==> config.mk <==
export PLATFORM = sky130hd
export DESIGN_NAME = daqTop
export DESIGN_NICKNAME = d
export VERILOG_FILES = /design/src/design/daqCtrlPkg.sv /design/src/design/daqDataPkg.sv /design/src/design/daqConfigRegs.sv /design/src/design/slaveDaq.sv /design/src/design/dataFifo.sv /design/src/design/streamOut.sv /design/src/design/daqTop.sv
export VERILOG_INCLUDE_DIRS = /design/src /design/src/design
export SDC_FILE = /design/constraint.sdc
export NUM_CORES = 1
export LEC_CHECK = 0
export CORE_ASPECT_RATIO = 1.2
export CORE_MARGIN = 2
export CORE_UTILIZATION = 61
export CTS_CLUSTER_SIZE = 20
export DETAILED_ROUTE_END_ITERATION = 10
export DONT_BUFFER_PORTS = 1
export PLACE_DENSITY = 0.87
export RECOVER_POWER = 25
export SETUP_SLACK_MARGIN = 0.2
export SYNTH_ARGS = -nofsm -noshare
export SYNTH_HDL_FRONTEND = slang
export SYNTH_SLANG_ARGS = --single-unit
==> constraint.sdc <==
create_clock -name Clk -period 7.2 [get_ports Clk]
set_input_delay 1.08 -clock Clk [delete_from_list [all_inputs] [get_ports Clk]]
set_output_delay 1.08 -clock Clk [all_outputs]
set_load 0.05 [all_outputs]
==> src/design/daq_macros.svh <==
`ifndef DAQ_MACROS_SVH
`define DAQ_MACROS_SVH

// Stream and buffer sizing
`define DAQ_DATA_W          16
`define DAQ_FIFO_DEPTH      16

// Fixed sequencer delays in Clk cycles
`define DAQ_T_POWER_RESET   16'd8   // LVDS receiver wake-up
`define DAQ_T_RESET_START   40      // Internal chip management after reset
`define DAQ_T_SRO           16'd16  // Start-readout pulse length

// AXI4-Lite register map
`define DAQ_ADDR_CTRL       4'h0
`define DAQ_ADDR_ACQ_TIME   4'h4
`define DAQ_ADDR_HOLD_TIME  4'h8
`define DAQ_ADDR_STATUS     4'hC

// Trailer codes
`define DAQ_TAIL_MARK       16'hFF45
`define DAQ_COUNT_TAG       8'hCC

`endif

==> src/design/daqCtrlPkg.sv <==
package daqCtrlPkg;

    // Acquisition sequencer states, in cycle order
    typedef enum logic [3:0] {
        Idle         = 4'd0,
        ChipReset    = 4'd1,
        PowerOn      = 4'd2,
        Release      = 4'd3,
        WaitStart    = 4'd4,
        Acquire      = 4'd5,
        WaitRead     = 4'd6,
        StartRead    = 4'd7,
        WaitReadDone = 4'd8,
        OnceEnd      = 4'd9,
        OutTail      = 4'd10,
        OutCount1    = 4'd11,
        OutCount2    = 4'd12,
        AllDone      = 4'd13
    } daqState_t;

    typedef logic [15:0] cfgTime_t;  // Delay value in Clk cycles

endpackage

==> src/design/daqDataPkg.sv <==
`include "daq_macros.svh"

package daqDataPkg;

    typedef logic [`DAQ_DATA_W-1:0] daqWord_t;  // One stream word
    typedef logic [23:0] trigCount_t;           // Triggers seen in one run

endpackage

==> src/design/daqConfigRegs.sv <==
`timescale 1ns/1ps
`include "daq_macros.svh"

module daqConfigRegs (
    input  logic                 Clk,
    input  logic                 reset_n,
    input  logic                 awValid,
    output logic                 awReady,
    input  logic [3:0]           awAddr,
    input  logic                 wValid,
    output logic                 wReady,
    input  logic [31:0]          wData,
    input  logic [3:0]           wStrb,
    output logic                 bValid,
    input  logic                 bReady,
    output logic [1:0]           bResp,
    input  logic                 arValid,
    output logic                 arReady,
    input  logic [3:0]           arAddr,
    output logic                 rValid,
    input  logic                 rReady,
    output logic [31:0]          rData,
    output logic [1:0]           rResp,
    input  daqCtrlPkg::daqState_t state,
    input  logic                 overflow,
    input  logic                 allDone,
    output logic                 runEnable,
    output daqCtrlPkg::cfgTime_t  acqTime,
    output daqCtrlPkg::cfgTime_t  holdTime
);

    logic        awHeld;
    logic        wHeld;
    logic [3:0]  awAddrQ;
    logic [31:0] wDataQ;
    logic [3:0]  wStrbQ;
    logic        awFire;
    logic        wFire;
    logic        doWrite;
    logic [3:0]  wrAddr;
    logic [31:0] wrData;
    logic [3:0]  wrStrb;

    ////////////////////
    // Write channels

    assign awReady = !awHeld && !bValid;
    assign wReady  = !wHeld && !bValid;
    assign awFire  = awValid && awReady;
    assign wFire   = wValid && wReady;
    assign doWrite = (awHeld || awFire) && (wHeld || wFire);  // Both halves in

    assign wrAddr = awHeld ? awAddrQ : awAddr;
    assign wrData = wHeld ? wDataQ : wData;
    assign wrStrb = wHeld ? wStrbQ : wStrb;
    assign bResp  = 2'b00;  // Always OKAY
    assign rResp  = 2'b00;

    always_ff @(posedge Clk) begin
        if (awFire) awAddrQ <= awAddr;
        if (wFire) begin
            wDataQ <= wData;
            wStrbQ <= wStrb;
        end
    end

    always_ff @(posedge Clk or negedge reset_n) begin
        if (!reset_n) begin
            awHeld    <= 1'b0;
            wHeld     <= 1'b0;
            bValid    <= 1'b0;
            runEnable <= 1'b0;
            acqTime   <= 16'd8;
            holdTime  <= 16'd4;
        end else begin
            awHeld <= (awHeld || awFire) && !doWrite;
            wHeld  <= (wHeld || wFire) && !doWrite;
            if (doWrite) begin
                bValid <= 1'b1;  // Response one cycle after completion
                case (wrAddr)
                    `DAQ_ADDR_CTRL: if (wrStrb[0]) runEnable <= wrData[0];
                    `DAQ_ADDR_ACQ_TIME: begin
                        if (wrStrb[0]) acqTime[7:0] <= wrData[7:0];
                        if (wrStrb[1]) acqTime[15:8] <= wrData[15:8];
                    end
                    `DAQ_ADDR_HOLD_TIME: begin
                        if (wrStrb[0]) holdTime[7:0] <= wrData[7:0];
                        if (wrStrb[1]) holdTime[15:8] <= wrData[15:8];
                    end
                    default: ;  // Status is read-only
                endcase
            end else if (bReady) begin
                bValid <= 1'b0;
            end
        end
    end

    ////////////////////
    // Read channels

    assign arReady = !rValid;

    always_ff @(posedge Clk or negedge reset_n) begin
        if (!reset_n)
            rValid <= 1'b0;
        else if (arValid && arReady)
            rValid <= 1'b1;
        else if (rReady)
            rValid <= 1'b0;
    end

    always_ff @(posedge Clk) begin
        if (arValid && arReady) begin
            case (arAddr)
                `DAQ_ADDR_CTRL:      rData <= {31'd0, runEnable};
                `DAQ_ADDR_ACQ_TIME:  rData <= {16'd0, acqTime};
                `DAQ_ADDR_HOLD_TIME: rData <= {16'd0, holdTime};
                `DAQ_ADDR_STATUS:    rData <= {26'd0, allDone, overflow, state};
                default:             rData <= 32'd0;
            endcase
        end
    end

    // Host must see the response until it takes it
    assert property (@(posedge Clk) disable iff (!reset_n)
        bValid && !bReady |=> bValid);

endmodule

==> src/design/slaveDaq.sv <==
`timescale 1ns/1ps
`include "daq_macros.svh"

module slaveDaq (
    input  logic                  Clk,
    input  logic                  reset_n,
    input  logic                  runEnable,
    input  daqCtrlPkg::cfgTime_t   acqTime,
    input  daqCtrlPkg::cfgTime_t   holdTime,
    input  logic                  asicTrigger,
    input  logic                  asicChipSatB,    // Chip full, active low
    input  logic                  asicEndReadout,
    input  daqDataPkg::daqWord_t   asicData,
    input  logic                  asicDataValid,
    input  logic                  transmitDone,
    output logic                  resetB,          // ASIC digital reset, active low
    output logic                  startAcq,
    output logic                  startReadout,
    output logic                  pwrOnA,
    output logic                  pwrOnD,
    output logic                  pwrOnDac,
    output logic                  onceEnd,
    output logic                  allDone,
    output daqCtrlPkg::daqState_t  state,
    output daqDataPkg::daqWord_t   wordOut,
    output logic                  wordValid
);

    import daqCtrlPkg::*;
    import daqDataPkg::*;

    logic [2:0] trigSync;
    logic [2:0] satSync;
    logic [2:0] endSync;
    logic       trigEdge;
    logic       chipFull;
    logic       satRise;
    logic       endRise;
    cfgTime_t   delayCnt;
    logic       trigEn;
    logic       readDone;
    trigCount_t trigCount;

    ////////////////////
    // Input synchronizers

    always_ff @(posedge Clk or negedge reset_n) begin
        if (!reset_n) begin
            trigSync <= 3'b000;
            satSync  <= 3'b111;  // Saturation rests high
            endSync  <= 3'b000;
        end else begin
            trigSync <= {trigSync[1:0], asicTrigger};
            satSync  <= {satSync[1:0], asicChipSatB};
            endSync  <= {endSync[1:0], asicEndReadout};
        end
    end

    assign trigEdge = trigSync[1] && !trigSync[2];
    assign chipFull = !satSync[1] && satSync[2];  // Falling edge, some chip is full
    assign satRise  = satSync[1] && !satSync[2];  // Readout may start
    assign endRise  = endSync[1] && !endSync[2];

    ////////////////////
    // Sequencer

    always_ff @(posedge Clk or negedge reset_n) begin
        if (!reset_n) begin
            state        <= Idle;
            delayCnt     <= '0;
            resetB       <= 1'b1;
            startAcq     <= 1'b0;
            startReadout <= 1'b0;
            onceEnd      <= 1'b0;
            allDone      <= 1'b0;
            trigEn       <= 1'b0;
            readDone     <= 1'b0;
        end else begin
            if (endRise) readDone <= 1'b1;  // End pulse may come during StartRead
            case (state)
                Idle: if (runEnable) begin
                    resetB <= 1'b0;
                    state  <= ChipReset;
                end
                ChipReset: state <= PowerOn;
                PowerOn: if (delayCnt < `DAQ_T_POWER_RESET) begin
                    delayCnt <= delayCnt + 1'b1;
                end else begin
                    delayCnt <= '0;
                    resetB   <= 1'b1;
                    state    <= Release;
                end
                Release: if (delayCnt < cfgTime_t'(`DAQ_T_RESET_START)) begin
                    delayCnt <= delayCnt + 1'b1;
                end else begin
                    delayCnt <= '0;
                    trigEn   <= 1'b1;
                    state    <= WaitStart;
                end
                WaitStart: if (!runEnable) begin
                    trigEn <= 1'b0;
                    state  <= OutTail;
                end else if (trigEdge) begin
                    startAcq <= 1'b1;
                    state    <= Acquire;
                end
                Acquire: if (delayCnt >= acqTime || chipFull) begin
                    delayCnt <= '0;
                    startAcq <= 1'b0;
                    state    <= WaitRead;
                end else begin
                    delayCnt <= delayCnt + 1'b1;
                end
                WaitRead: begin
                    readDone <= 1'b0;
                    if (satRise) begin
                        startReadout <= 1'b1;
                        state        <= StartRead;
                    end
                end
                StartRead: if (delayCnt < `DAQ_T_SRO) begin
                    delayCnt <= delayCnt + 1'b1;
                end else begin
                    delayCnt     <= '0;
                    startReadout <= 1'b0;
                    state        <= WaitReadDone;
                end
                WaitReadDone: if (readDone || endRise) begin
                    onceEnd <= 1'b1;
                    state   <= OnceEnd;
                end
                OnceEnd: if (delayCnt < holdTime) begin
                    delayCnt <= delayCnt + 1'b1;
                end else begin
                    delayCnt <= '0;
                    onceEnd  <= 1'b0;
                    state    <= WaitStart;
                end
                OutTail, OutCount1, OutCount2: begin
                    // Each trailer word takes two cycles
                    delayCnt <= (delayCnt == '0) ? 16'd1 : 16'd0;
                    if (delayCnt != '0) begin
                        if (state == OutTail) state <= OutCount1;
                        else if (state == OutCount1) state <= OutCount2;
                        else begin
                            allDone <= 1'b1;
                            state   <= AllDone;
                        end
                    end
                end
                AllDone: if (transmitDone) begin
                    allDone <= 1'b0;
                    state   <= Idle;
                end
                default: state <= Idle;
            endcase
        end
    end

    // Trigger counter, cleared at run start
    always_ff @(posedge Clk or negedge reset_n) begin
        if (!reset_n)
            trigCount <= '0;
        else if (state == Idle && runEnable)
            trigCount <= '0;
        else if (trigEn && trigEdge)
            trigCount <= trigCount + 1'b1;  // Wraps at 24 bits
    end

    ////////////////////
    // Power and data outputs

    assign pwrOnA   = state >= ChipReset && state <= OnceEnd;
    assign pwrOnDac = pwrOnA;
    assign pwrOnD   = state >= PowerOn && state <= OnceEnd;

    always_comb begin
        case (state)
            OutTail: begin
                wordOut   = `DAQ_TAIL_MARK;
                wordValid = delayCnt == '0;
            end
            OutCount1: begin
                wordOut   = {`DAQ_COUNT_TAG, trigCount[23:16]};
                wordValid = delayCnt == '0;
            end
            OutCount2: begin
                wordOut   = trigCount[15:0];
                wordValid = delayCnt == '0;
            end
            default: begin
                wordOut   = asicData;
                wordValid = asicDataValid && (state == StartRead || state == WaitReadDone);
            end
        endcase
    end

    // Acquisition only opens from a trigger seen while waiting
    assert property (@(posedge Clk) disable iff (!reset_n)
        $rose(startAcq) |-> $past(state) == WaitStart);

    assert property (@(posedge Clk) disable iff (!reset_n)
        $rose(wordValid) |-> !(state inside {ChipReset, PowerOn, Release}));

endmodule

==> src/design/dataFifo.sv <==
`timescale 1ns/1ps
`include "daq_macros.svh"

module dataFifo #(
    parameter int DEPTH = `DAQ_FIFO_DEPTH
) (
    input  logic                Clk,
    input  logic                reset_n,
    input  daqDataPkg::daqWord_t wrData,
    input  logic                wrEn,
    input  logic                rdEn,
    output daqDataPkg::daqWord_t rdData,
    output logic                empty,
    output logic                full,
    output logic                overflow  // Sticky until reset
);

    import daqDataPkg::*;

    localparam int PtrW = $clog2(DEPTH);

    daqWord_t        mem [DEPTH];
    logic [PtrW-1:0] wrPtr;
    logic [PtrW-1:0] rdPtr;
    logic [PtrW:0]   count;
    logic            doWr;
    logic            doRd;

    assign empty = count == '0;
    assign full  = count == (PtrW+1)'(DEPTH);
    assign doWr  = wrEn && !full;  // Writes into a full buffer are lost
    assign doRd  = rdEn && !empty;

    always_ff @(posedge Clk) begin
        if (doWr) mem[wrPtr] <= wrData;
        if (doRd) rdData <= mem[rdPtr];  // Held until the next read
    end

    always_ff @(posedge Clk or negedge reset_n) begin
        if (!reset_n) begin
            wrPtr    <= '0;
            rdPtr    <= '0;
            count    <= '0;
            overflow <= 1'b0;
        end else begin
            if (doWr) wrPtr <= (wrPtr == PtrW'(DEPTH - 1)) ? '0 : wrPtr + 1'b1;
            if (doRd) rdPtr <= (rdPtr == PtrW'(DEPTH - 1)) ? '0 : rdPtr + 1'b1;
            count <= count + (PtrW+1)'(doWr) - (PtrW+1)'(doRd);
            if (wrEn && full) overflow <= 1'b1;
        end
    end

    assert property (@(posedge Clk) disable iff (!reset_n) rdEn |-> !empty);

endmodule

==> src/design/streamOut.sv <==
`timescale 1ns/1ps

module streamOut (
    input  logic                Clk,
    input  logic                reset_n,
    input  daqDataPkg::daqWord_t fifoData,
    input  logic                fifoEmpty,
    input  logic                allDone,
    input  logic                outReady,
    output logic                fifoRd,
    output daqDataPkg::daqWord_t outData,
    output logic                outValid,
    output logic                transmitDone
);

    logic doneSent;
    logic lastOut;

    // The FIFO read register is the output slot, this tracks whether it is full
    assign outData = fifoData;
    assign fifoRd  = !fifoEmpty && (!outValid || outReady);
    assign lastOut = allDone && fifoEmpty && !outValid && !doneSent;

    always_ff @(posedge Clk or negedge reset_n) begin
        if (!reset_n) begin
            outValid     <= 1'b0;
            transmitDone <= 1'b0;
            doneSent     <= 1'b0;
        end else begin
            if (fifoRd)
                outValid <= 1'b1;  // Refill on the same edge as the transfer
            else if (outReady)
                outValid <= 1'b0;
            transmitDone <= lastOut;                      // One pulse per run
            doneSent     <= allDone && (doneSent || lastOut);
        end
    end

    // Word must hold until the host takes it
    assert property (@(posedge Clk) disable iff (!reset_n)
        outValid && !outReady |=> outValid && $stable(outData));

endmodule

==> src/design/daqTop.sv <==
`timescale 1ns/1ps
`include "daq_macros.svh"

module daqTop (
    input  logic                Clk,
    input  logic                reset_n,
    input  logic                awValid,
    output logic                awReady,
    input  logic [3:0]          awAddr,
    input  logic                wValid,
    output logic                wReady,
    input  logic [31:0]         wData,
    input  logic [3:0]          wStrb,
    output logic                bValid,
    input  logic                bReady,
    output logic [1:0]          bResp,
    input  logic                arValid,
    output logic                arReady,
    input  logic [3:0]          arAddr,
    output logic                rValid,
    input  logic                rReady,
    output logic [31:0]         rData,
    output logic [1:0]          rResp,
    input  logic                asicTrigger,
    input  logic                asicChipSatB,
    input  logic                asicEndReadout,
    input  daqDataPkg::daqWord_t asicData,
    input  logic                asicDataValid,
    output logic                resetB,
    output logic                startAcq,
    output logic                startReadout,
    output logic                pwrOnA,
    output logic                pwrOnD,
    output logic                pwrOnDac,
    output logic                onceEnd,
    output logic                allDone,
    output logic                transmitDone,
    output daqDataPkg::daqWord_t outData,
    output logic                outValid,
    input  logic                outReady
);

    import daqCtrlPkg::*;
    import daqDataPkg::*;

    logic      runEnable;
    cfgTime_t  acqTime;
    cfgTime_t  holdTime;
    daqState_t state;
    logic      overflow;
    daqWord_t  wordOut;
    logic      wordValid;
    daqWord_t  fifoData;
    logic      fifoEmpty;
    logic      fifoRd;

    daqConfigRegs regs0 (
        .Clk, .reset_n,
        .awValid, .awReady, .awAddr, .wValid, .wReady, .wData, .wStrb,
        .bValid, .bReady, .bResp, .arValid, .arReady, .arAddr,
        .rValid, .rReady, .rData, .rResp,
        .state, .overflow, .allDone,
        .runEnable, .acqTime, .holdTime
    );

    slaveDaq daq0 (
        .Clk, .reset_n, .runEnable, .acqTime, .holdTime,
        .asicTrigger, .asicChipSatB, .asicEndReadout, .asicData, .asicDataValid,
        .transmitDone, .resetB, .startAcq, .startReadout,
        .pwrOnA, .pwrOnD, .pwrOnDac, .onceEnd, .allDone, .state,
        .wordOut, .wordValid
    );

    dataFifo #(.DEPTH(`DAQ_FIFO_DEPTH)) fifo0 (
        .Clk, .reset_n,
        .wrData   (wordOut),
        .wrEn     (wordValid),
        .rdEn     (fifoRd),
        .rdData   (fifoData),
        .empty    (fifoEmpty),
        .full     (),
        .overflow
    );

    streamOut out0 (
        .Clk, .reset_n, .fifoData, .fifoEmpty, .allDone, .outReady,
        .fifoRd, .outData, .outValid, .transmitDone
    );

endmodule

==> summary by stage, run 1 <==
Status
The flow ran to the end, but the final reports show violations. The final reports fail on max-capacitance violations, max-slew violations.

Logic synthesis
The per-instance average area after synthesis is 13.4 um2. Of all flip-flops after synthesis, the portion carrying an async set or reset was 0.269. The unique cell type count in the Yosys netlist is 75. The share of synthesized area occupied by flip-flops and latches is 0.650. The biggest area consumer among synthesized cells is edfxtp_1. Sorting the synthesized cells by how often they occur yields edfxtp_1, nor2_1, dfrtp_1. The number of synthesis warnings is 0. Yosys mapped a number of flops with a built-in enable equal to 310. The cell with the most instances after synthesis is edfxtp_1. The number of synthesized register bits is 424. Sorting the synthesized cells by area gives the leading types as edfxtp_1, dfrtp_1, mux4_2, mux2i_1, ha_1. The cell area that synthesis handed to floorplanning was 18,700 um2. The flip-flop cell with the highest count after synthesis is edfxtp_1. Of the post-synthesis cell area, the dominant cell type holds 0.497. The number of cells produced by synthesis is 1,395.

CTS
CTS built an H-tree with a depth of 2. For this design, the sink count on the clock tree is 424. Clock latency on the worst-skew pair, taken at its later pin, is 0.57 ns. The total CTS buffers is 40.

TritonCTS built the clock tree. The clock passes through at most 3 buffers. The number of hold buffers added after CTS was 0.

The post-CTS setup-driven buffer insertion count is 0. The count of instances resized after the clock tree is built is 0. The cell sitting at the root of the clock tree is a clkbuf_16.

The clock transition at the registers of the reported paths is 0.06 ns.

Floorplan
The die is 164 um wide. The die is 196 um tall. The starting density of the core is 0.618.

The floorplan step defined a die boundary enclosing 32,100 um2. The number of core rows is 70. The top-level I/O count is 139.

The core outline area is 30,300 um2.

Detailed routing
The number of DRC markers after the initial detailed-route iteration is 1,214. Using the TritonRoute via totals, the vias-per-cell ratio works out to 6.42. The number of detailed-routing iterations run before antenna repair is 7. In this run the remaining antenna-violating nets after routing total 0. The number of remaining DRC errors is 0. The vias after detailed routing is 11,700. The final wirelength is 42,600 um. In the final routed layout, each cell accounts on average for 23.5 um.

Worst setup path
The flop-to-flop setup slack is 3.21 ns. The worst setup path endpoint is pwrOnA. The capturing element type of the critical path is an output port. The origin of the critical flop-to-flop path is daq0.state[1]$_DFFE_PN0P_. The type of the setup path with the least slack is reg2out. The capture point of the worst reg-to-reg path is fifo0.mem[9][0]$_DFFE_PP_. The arrival time at the worst endpoint is 2.96 ns.

The library cell contributing the largest single delay on the critical path is a21oi_2. The critical-path maximum fanout is 21. For the worst setup path, the data required time is 6.12 ns. For this run, the slowest stage of the critical path takes 0.92 ns. The signal on the critical path passes through inv_1 -> nand2_1 -> nor3_1 -> a21oi_2. The critical path starts at daq0.state[1]$_DFFE_PN0P_. The worst setup path is launched from a flip-flop. For the worst flop-to-flop path, the logic depth is 8.

Power
The switching power summed over all nets is 3.05 mW. The peak supply drop is 0.355 mV. Of the total power, the clock network draws 0.247.

The switching fraction of total power is 0.373. The overall power is 8.16 mW. The share of power burned in registers is 0.456. The static leakage is 7.54 nW. The share of power burned in combinational logic is 0.296.

Power spread over the standard cell area amounts to 403 nW/um2. The internal power of the cells totals 5.11 mW.

Timing
Hold is met by 0.222 ns. Setup violations remaining at the end of the flow were counted as 0. At the pin with the least slew margin, the transition time is 1.54 ns.

The smallest setup slack after layout is 3.16 ns. The total count of hold-check failures in the final report was 0. The worst pin sits at a relative slew slack of -0.0236. The fmax is 248 MHz.

Summed over all failing endpoints, the final setup total negative slack is 0 ns. The clock arrives with 0.0315 ns of skew. The total count of max-transition violations in the final report is 23. Setup repair after global routing left no endpoint under its margin. Subtracting the final worst setup slack from the clock period gives 4.04 ns. Dividing the final minimum period by the clock period gives 0.561.

Run
The tool flagged a number of max-cap violations equal to 1.

Placed design
In this run the tool buffered the top-level ports with 0 buffer cells. At the end of routability-driven placement, the weighted congestion stood at 0.883. At the placement stage, the worst setup path has a slack of 3.41 ns. The detailed-placement wirelength estimate is 26,100 um.

Final layout
In the final layout, the share of cells above drive strength 1 is 0.0994. The utilization of the core after routing is 0.668. The number of nets in the layout is 1,505.

After filler insertion, the fill cell instance count of the layout stands at 2,033. Relative to the synthesized area, the layout overhead comes to 8.12%. The register area is 12,200 um2. The multi-input combinational cell area is 5950 um2.

GRT
The first global-routing pass estimated 65,700 um of wire. The via count of the first global-routing pass is 11,900. For this run, the total global-route usage over all layers was measured as 0.270.

Entering global routing, the biggest net connects 115 pins. The initial antenna violation count was 2. The total overflow reported by the global router is 0.

Worst hold path
The class of the tightest hold or removal check is in2async.
[logic make-up after synthesis]
kind of cell,synth area share
DFF,0.650
and+or+nand+nor,0.0890
AOI/OAI and AO/OA,0.0942
buffers and inverters,0.0365
muxes,0.0856
adders and majority gates,0.0317
xor gates and xnor gates,0.0126
other,0.000200
[metal layers]
metal,global-route usage,wire [um]
met1,0.325,14900
met2,0.466,22200
met3,0.0524,3330
met4,0.133,2210
met5,0,0
[layout by cell type (no fill, tap or decap), types with 17 or more instances in the layout]
cell type,count
inv_1,70
a22oi_1,31
conb_1,20
a221oi_1,17
mux2i_1,69
edfxtp_1,310
clkbuf_16,40
a21oi_1,97
o21ai_0,72
ha_1,45
nor2_1,118
dfrtp_1,107
nand2_1,89
mux4_2,33
nand3_1,32
[state kept, by name (all words and copies together) (netlist names), 5 cells and up]
register and cells:
fifo0.mem 256, daq0.delayCnt 16, regs0.acqTime 16, regs0.rData 16, fifo0.rdData 16, regs0.holdTime 16, fifo0.count 5, regs0.wDataQ 16
daq0.trigCount 24
[layout make-up]
cell class,instances,area share
timing repair buffer,15,0.00501
antenna,2,0.000247
sequential,424,0.602
tap,396,0.0245
inverter,71,0.0134
clock buffer,56,0.0539
clock inverter,17,0.00723
multi-input combinational,835,0.294
[per-stage QoR]
step / instance area (um2) / cells
floorplan: 18800 / 1414
global placement: 19000 / 1741
detailed placement: 19000 / 1741
CTS: 20300 / 1814
global route: 20200 / 1816
finish: 20200 / 1816
[critical path, delay by kind of cell, from the launching register on]
family | cells | cell delay (ns)
AOI/OAI and AO/OA | 1 | 0.92
buffers and inverters | 1 | 0.28
DFF | 1 | 0.75
and+or+nand+nor | 2 | 0.46
[how the worst min path moves through the flow]
stage	startpoint	endpoint	cells past startpoint
floorplan	daq0.endSync[0]$_DFF_PN0_	daq0.endSync[1]$_DFF_PN0_	0
global placement	daq0.trigSync[0]$_DFF_PN0_	daq0.trigSync[1]$_DFF_PN0_	0
detailed placement	daq0.endSync[0]$_DFF_PN0_	daq0.endSync[1]$_DFF_PN0_	0
CTS	reset_n	regs0.rValid$_DFFE_PN0P_	0
global route	reset_n	regs0.bValid$_DFFE_PN0P_	0
finish	reset_n	regs0.acqTime[8]$_DFFE_PN0P_	0
[power by group through the flow]
stage / logic [mW] / registers (mW) / clock network (mW)
after CTS: 2.40 / 3.72 / 2.03
after detailed placement: 2.34 / 3.77 / 0
final: 2.42 / 3.72 / 2.02
after floorplan: 1.95 / 3.54 / 0
after global placement: 2.23 / 3.75 / 0
after global routing: 2.63 / 3.76 / 2.12
(Power assumes the default switching activity.)
==> run 2, diff against run 1 <==
==> constraint.sdc (replaced) <==
create_clock -name Clk -period 4.08 [get_ports Clk]
set_input_delay 0.612 -clock Clk [delete_from_list [all_inputs] [get_ports Clk]]
set_output_delay 0.612 -clock Clk [all_outputs]
set_load 0.05 [all_outputs]
==> run 2 against run 1 <==
Net effect:
- the flow still finishes with violations (max-capacitance violations, max-slew violations)
- power rose by 80%
- setup slack got worse by 2.5 ns
- die area did not move
- global-route usage rose by 1.1 points
- combinational power rose by 85%
- clock skew fell by 0.012 ns
- critical endpoint is now fifo0.mem[2][9]$_DFFE_PP_
- largest power group unchanged
==> summary by stage, run 2 (synthesis results as in run 1) <==
Timing
Setup violations remaining at the end of the flow were counted as 0. Setup repair after global routing left no endpoint under its margin. For this run, the top clock speed supported by timing is 293 MHz. Subtracting the final worst setup slack from the clock period gives 3.41 ns. The setup TNS is 0 ns.

The total count of hold-check failures in the final report is 0. The smallest setup slack after layout is 0.665 ns. The worst pin sits at a relative slew slack of -0.926. The final cycle utilization of the critical path is 0.837. The total count of max-transition violations in the final report was 115. The final setup skew is 0.0190 ns.

For the pin with the worst max-slew slack, the measured transition is 2.89 ns.

Floorplan
The starting density of the core is 0.618. For this design the top-level I/O count stands at 139. From bottom edge to top edge, the die measures 196 um. The die covers 32,100 um2. The floorplan has 70 rows.

The core outline area is 30,300 um2. The overall die width is 164 um.

Detailed routing
Before antenna repair, the detailed router went through 5 iterations. The remaining antenna violation count after routing is 0. In this run, the number of DRC markers left after iteration 0 of detailed routing was 1,348. The post-detailed-route wirelength per cell is 24.0 um.

Summed over all layers, the routed wires come to 44,100 um. The number of vias per cell is 6.41. The number of remaining DRC errors is 0. The detailed router placed 11,800 vias in this run.

CTS
The clock passes through at most 3 buffers. The clock transition at the registers of the reported paths is 0.06 ns. TritonCTS created 40 clock buffers. The clock reaches the later pin of the worst-skew pair after 0.56 ns. Buffers added to address setup during post-CTS repair amount to 0.

The clock tree from TritonCTS is yes. Clock tree synthesis found a total of 424 sinks. The H-tree depth reported by CTS is 2.

The tree is rooted in a clkbuf_16.

GRT
In the global route stage, met3 resource usage came out at 0.0545. The first-pass GRT wire length is 67,600 um. After global routing the overflow that remains totals 0. Entering global routing, the biggest net connects 115 pins. The initial antenna violation count is 2. For this run, the total global-route usage over all layers was measured as 0.281. The met2 demand-to-capacity share in global routing is 0.491.

The via count of the first global-routing pass was 12,000. The routing usage on met1 is 0.336. The global routing stage identified its most utilized layer as met2.

Final layout
Measured on the finished design, the core utilization comes to 0.676. In the layout the commonest cells are edfxtp_1, nor2_1, dfrtp_1, a21oi_1, nand2_1. The number of nets in the layout is 1,527. The most common library cell in the layout ignoring fill and taps is edfxtp_1. More flip-flops sit in one register than any other, and that register is fifo0.mem.

The number of flip-flops under the largest register name is 256. The share of post-route cells with drive strength above 1 is 0.118. In the final layout, the registers with the most flip-flops are fifo0.mem x256, daq0.trigCount x24.

The area added between synthesis and finish is 9.51%.

Worst hold path
The class of the tightest hold or removal check is in2reg.

Worst setup path
The critical path in this run is classified as reg2reg. The worst setup path is launched from a flip-flop. The required time of the critical path is 4.34 ns. The flop-to-flop setup slack is 0.67 ns. The arrival time at the worst endpoint is 3.67 ns. The capturing element type of the critical path is a flip-flop. The critical-path maximum fanout is 10.

Placed design
The routability congestion estimate from global placement is 0.891. The count of input and output buffers is 0. The worst setup slack after placement is 0.681 ns. Summed over all nets, the half-perimeter wirelength after detailed placement is 27,500 um.

Power
Overall power consumption after layout is estimated at 14.7 mW. The static leakage is 7.70 nW. The worst-case IR drop observed on VDD is 0.778 mV. Power spread over the standard cell area amounts to 715 nW/um2.

Status
The run finished, with violations left. The checks that failed: max-capacitance violations, max-slew violations.

Run
Max-cap violations in this run came to 1.
-- run 2: final cells by class --
cell class / count / area [um2]
inverter: 71 / 272
clock buffer: 49 / 1030
antenna: 1 / 2.50
fill: 2023 / 9810
timing repair buffer: 37 / 293
clock inverter: 24 / 256
sequential: 424 / 12200
tap: 396 / 495
multi-input combinational: 835 / 5970
-- run 2: worst paths after layout --
check / cells after the start / start / end
max: 9 / daq0.delayCnt[10]$_DFFE_PN0P_ / fifo0.mem[2][9]$_DFFE_PP_
min: 0 / asicChipSatB / daq0.satSync[0]$_DFF_PN1_
max reg2reg: 9 / daq0.delayCnt[10]$_DFFE_PN0P_ / fifo0.mem[2][9]$_DFFE_PP_
min reg2reg: 0 / daq0.endSync[0]$_DFF_PN0_ / daq0.endSync[1]$_DFF_PN0_
max in group asynchronous: 1 / reset_n / fifo0.rdPtr[0]$_DFFE_PN0P_
min in group asynchronous: 1 / reset_n / regs0.acqTime[12]$_DFFE_PN0P_
-- run 2: metal layers --
metal  vias up  routed length, um
li1       5201                  -
met1      5830              15700
met2       602              22900
met3       144               3420
met4         2               2070
met5         -                 13
-- run 2: stage by stage --
step           cells  hold WS, ns  instance area (um2)
3_3_place_gp    1762        0.321                19200
2_1_floorplan   1414        0.316                18800
3_5_place_dp    1762        0.319                19200
4_1_cts         1836       0.0355                20500
6_report        1837       0.0588                20500
5_1_grt         1837       0.0351                20500
-- run 2: what timing repair did --
action,4_1_cts,5_1_grt
gates resized for setup,0,0
endpoints found under the hold margin,114,0
hold buffers,1,0
-- run 2: worst max-delay path, cell delays in order, from the launching register on --
cell      delay, ns
dfrtp_1        0.48
or4_4          0.59
nor4_4         0.32
and3b_4        0.31
nand4b_4       0.14
nand2_2        0.13
nand2b_4       0.09
nor3_1         0.32
and2_1         0.44
buf_4          0.29
-- run 2: report_power, final --
part | total (mW) | switching, mW | internal, mW | leakage (nW)
Combinational | 4.47 | 2.84 | 1.63 | 2.80
Clock | 3.66 | 1.63 | 2.03 | 0.621
Sequential | 6.53 | 1.00 | 5.53 | 4.27
Total | 14.7 | 5.47 | 9.19 | 7.70
==> run 3, diff against run 2 <==
--- a/config.mk
+++ b/config.mk
@@ -8,11 +8,11 @@
 export LEC_CHECK = 0
 export CORE_ASPECT_RATIO = 1.2
 export CORE_MARGIN = 2
-export CORE_UTILIZATION = 61
+export CORE_UTILIZATION = 57
 export CTS_CLUSTER_SIZE = 20
 export DETAILED_ROUTE_END_ITERATION = 10
 export DONT_BUFFER_PORTS = 1
-export PLACE_DENSITY = 0.87
+export PLACE_DENSITY = 0.85
 export RECOVER_POWER = 25
 export SETUP_SLACK_MARGIN = 0.2
 export SYNTH_ARGS = -nofsm -noshare
==> constraint.sdc (replaced) <==
create_clock -name Clk -period 2.8 [get_ports Clk]
set_input_delay 0.42 -clock Clk [delete_from_list [all_inputs] [get_ports Clk]]
set_output_delay 0.42 -clock Clk [all_outputs]
set_load 0.05 [all_outputs]
==> run 3 against run 2 <==
Net effect:
- the run ends with negative hold slack, negative setup slack left
- die area is 6.9% higher
- setup slack got worse by 0.80 ns
- via count up 9.9%
- fmax rose by 16%
- worst hold slack got worse by 0.51 ns
- sequential cell count unchanged
- clock skew grew 0.027 ns
- cell count grew 7.1%
- critical path depth increased by 2
- global-route usage grew 1.1 points
- critical path type unchanged
- largest cell class unchanged
==> summary by stage, run 3 (synthesis results as in run 1) <==
Status
The flow ran to the end, but the final reports show violations. The final reports fail on negative hold slack, negative setup slack.

Power
IR analysis of the VDD net gives a maximum drop of 0.815 mV. Total power for the finished layout comes to 23.3 mW. For this design the static power due to leakage is 8.48 nW.

For this design the ratio of total power to cell area is 1040 nW/um2.

Detailed routing
The detailed router finished its first iteration with 1,609 violations. The detailed router put a total of 17,200 um of wire on met1. The number of vias per cell is 6.58. Once detail routing completed, the nets flagged for antenna violations numbered 0. Dividing the detail-routed wire length by the instance count gives 26.1 um. The met2 wire length is 26,900 um. After detailed routing, the total wire length is 51,400 um.

The highest layer used for signal routing is met4. The number of remaining DRC errors is 0. The detailed route wirelength on metal3 is 4060 um. For this run, the detailed router's first-pass iteration total came to 6. Across all layers, the routed design uses 12,900 vias.

Timing
For the pin with the worst max-slew slack, the measured transition is 1.04 ns. The clock arrives with 0.0465 ns of skew. The smallest setup slack after layout is -0.135 ns. Setup repair after global routing could not meet its margin everywhere. Derived from the worst setup path, the maximum achievable clock frequency is 341 MHz. Setup violations remaining at the end of the flow were counted as 170. The worst hold slack after final layout is -0.453 ns.

The total count of hold-check failures in the final report is 114. The worst pin sits at a relative slew slack of 0.306. Of the available clock period, the critical path in the final layout requires 1.05. The total count of max-transition violations in the final report is 0.

The clock period minus worst slack is 2.94 ns.

Final layout
The register with the most flip-flops in the layout has 256 of them. The share of post-route cells with drive strength above 1 is 0.217. The fill cell instance count of the final layout is 1,928. Once layout is complete, the utilization of the core stands at 0.693.

The largest register by flop count is fifo0.mem. Relative to the synthesized area, the layout overhead comes to 19.5%. The largest registers in the layout are fifo0.mem x256, daq0.trigCount x24. The final layout contains 1,645 nets. Leaving out fill and tap cells, the most frequent cell in the layout is edfxtp_1. In the layout the commonest cells are edfxtp_1, nor2_1, dfrtp_1, nand2_1, a21oi_1.

The final cell count without fillers is 1,968.

GRT
The total overflow reported by the global router is 0. For this run, the total global-route usage over all layers was measured as 0.291. Entering global routing, the biggest net connects 115 pins. The first global-routing pass estimated 75,500 um of wire. The via count of the first global-routing pass is 13,200. The initial antenna violation count is 2.

Floorplan
The starting density of the core is 0.580. The number of core rows is 72. The floorplan step set the die height to 203 um.

The overall die width is 169 um. After floorplanning, the core was sized to cover 32,300 um2. The die covers 34,300 um2. In this run the count of I/O pins placed on the die edge is 139.

CTS
TritonCTS built the clock tree. The number of sinks handled by clock tree synthesis is 424. The clock tree synthesis step divided the H-tree into 2 levels. The number of buffers added to fix hold violations after cts is 27. Clock tree synthesis selected as its root buffer the cell clkbuf_16.

The total CTS buffers is 40. The largest buffer count on any clock path is 3. The clock transition at the registers of the reported paths is 0.07 ns. The clock network latency to the later pin of the worst-skew pair is 0.58 ns.

Worst setup path
The type of the setup path with the least slack is reg2reg. STA classifies the critical path endpoint as a flip-flop. STA classifies the critical path startpoint as a flip-flop. At the worst endpoint, the arrival time is 3.21 ns. Data on the critical path is required at its endpoint by 3.07 ns. The critical-path maximum fanout is 7.

Worst hold path
The class of the tightest hold or removal check is in2async.

Placed design
The routability congestion estimate from global placement is 0.909. The HPWL after detailed placement is 28,100 um. The placed cell count is 1,815.

The count of input and output buffers is 0.

Run
The max-capacitance violation count is 0.
[run 3: path summary, 6_finish.rpt]
kind	startpoint	slack, ns	endpoint	cells after the start
min in group Clk	outReady	0.06	out0.outValid$_DFFE_PN0P_	2
min reg2reg	daq0.endSync[0]$_DFF_PN0_	0.35	daq0.endSync[1]$_DFF_PN0_	0
min	reset_n	-0.45	regs0.wHeld$_DFF_PN0_	0
max	daq0.delayCnt[9]$_DFFE_PN0P_	-0.14	fifo0.mem[10][4]$_DFFE_PP_	11
max in group asynchronous	reset_n	2.94	daq0.satSync[0]$_DFF_PN1_	0
max reg2reg	daq0.delayCnt[9]$_DFFE_PN0P_	-0.14	fifo0.mem[10][4]$_DFFE_PP_	11
[run 3: critical path, stage by stage (launching register included)]
cell and delay [ns]:
dfrtp_1 0.37, or4_4 0.56, nor4_4 0.24, and3b_4 0.25
nand4b_4 0.13, nand2_4 0.13, nand2b_4 0.08, buf_6 0.14
nor3b_4 0.28, and2_4 0.23, buf_12 0.12, buf_12 0.12
[run 3: stage by stage]
step                      TNS (ns)  area (um2)  worst slack [ns]
final                        -9.33       22400            -0.135
after global routing        -23.42       22400            -0.216
after CTS                    -3.13       22000           -0.0706
after detailed placement    -15.64       19700            -0.149
after global placement     -0.0427       19700          -0.00273
after floorplan              -6.91       18900            -0.122
[run 3: cell type report]
class	instances	area [um2]	share of cell area
repair buffers	151	1670	0.0746
diodes	2	5.00	0.000224
multi-input cells	839	6380	0.285
clock inverters	22	254	0.0114
clock buffers	52	1100	0.0490
flip-flops and latches	424	12200	0.544
well taps	407	509	0.0228
inverters	71	272	0.0121
[run 3: power by group]
part,switching [mW],internal [mW],leakage (nW),total [mW]
clock,2.49,3.10,0.658,5.60
combinational,4.99,3.27,3.56,8.27
sequential,1.40,8.05,4.27,9.45
[run 3: routing by layer]
metal  global-route usage  up-vias
met3               0.0546      241
met1                0.328     6414
met5                    0        -
met4                0.154        0
met2                0.524      837
li1                     -     5456
[run 3: repair_timing]
item	in CTS	in global routing
gates cloned	11	2
endpoints found under the hold margin	141	114
gates resized for setup	66	56
pin swaps	28	25
endpoints found under the setup margin	332	409
setup buffers	23	14
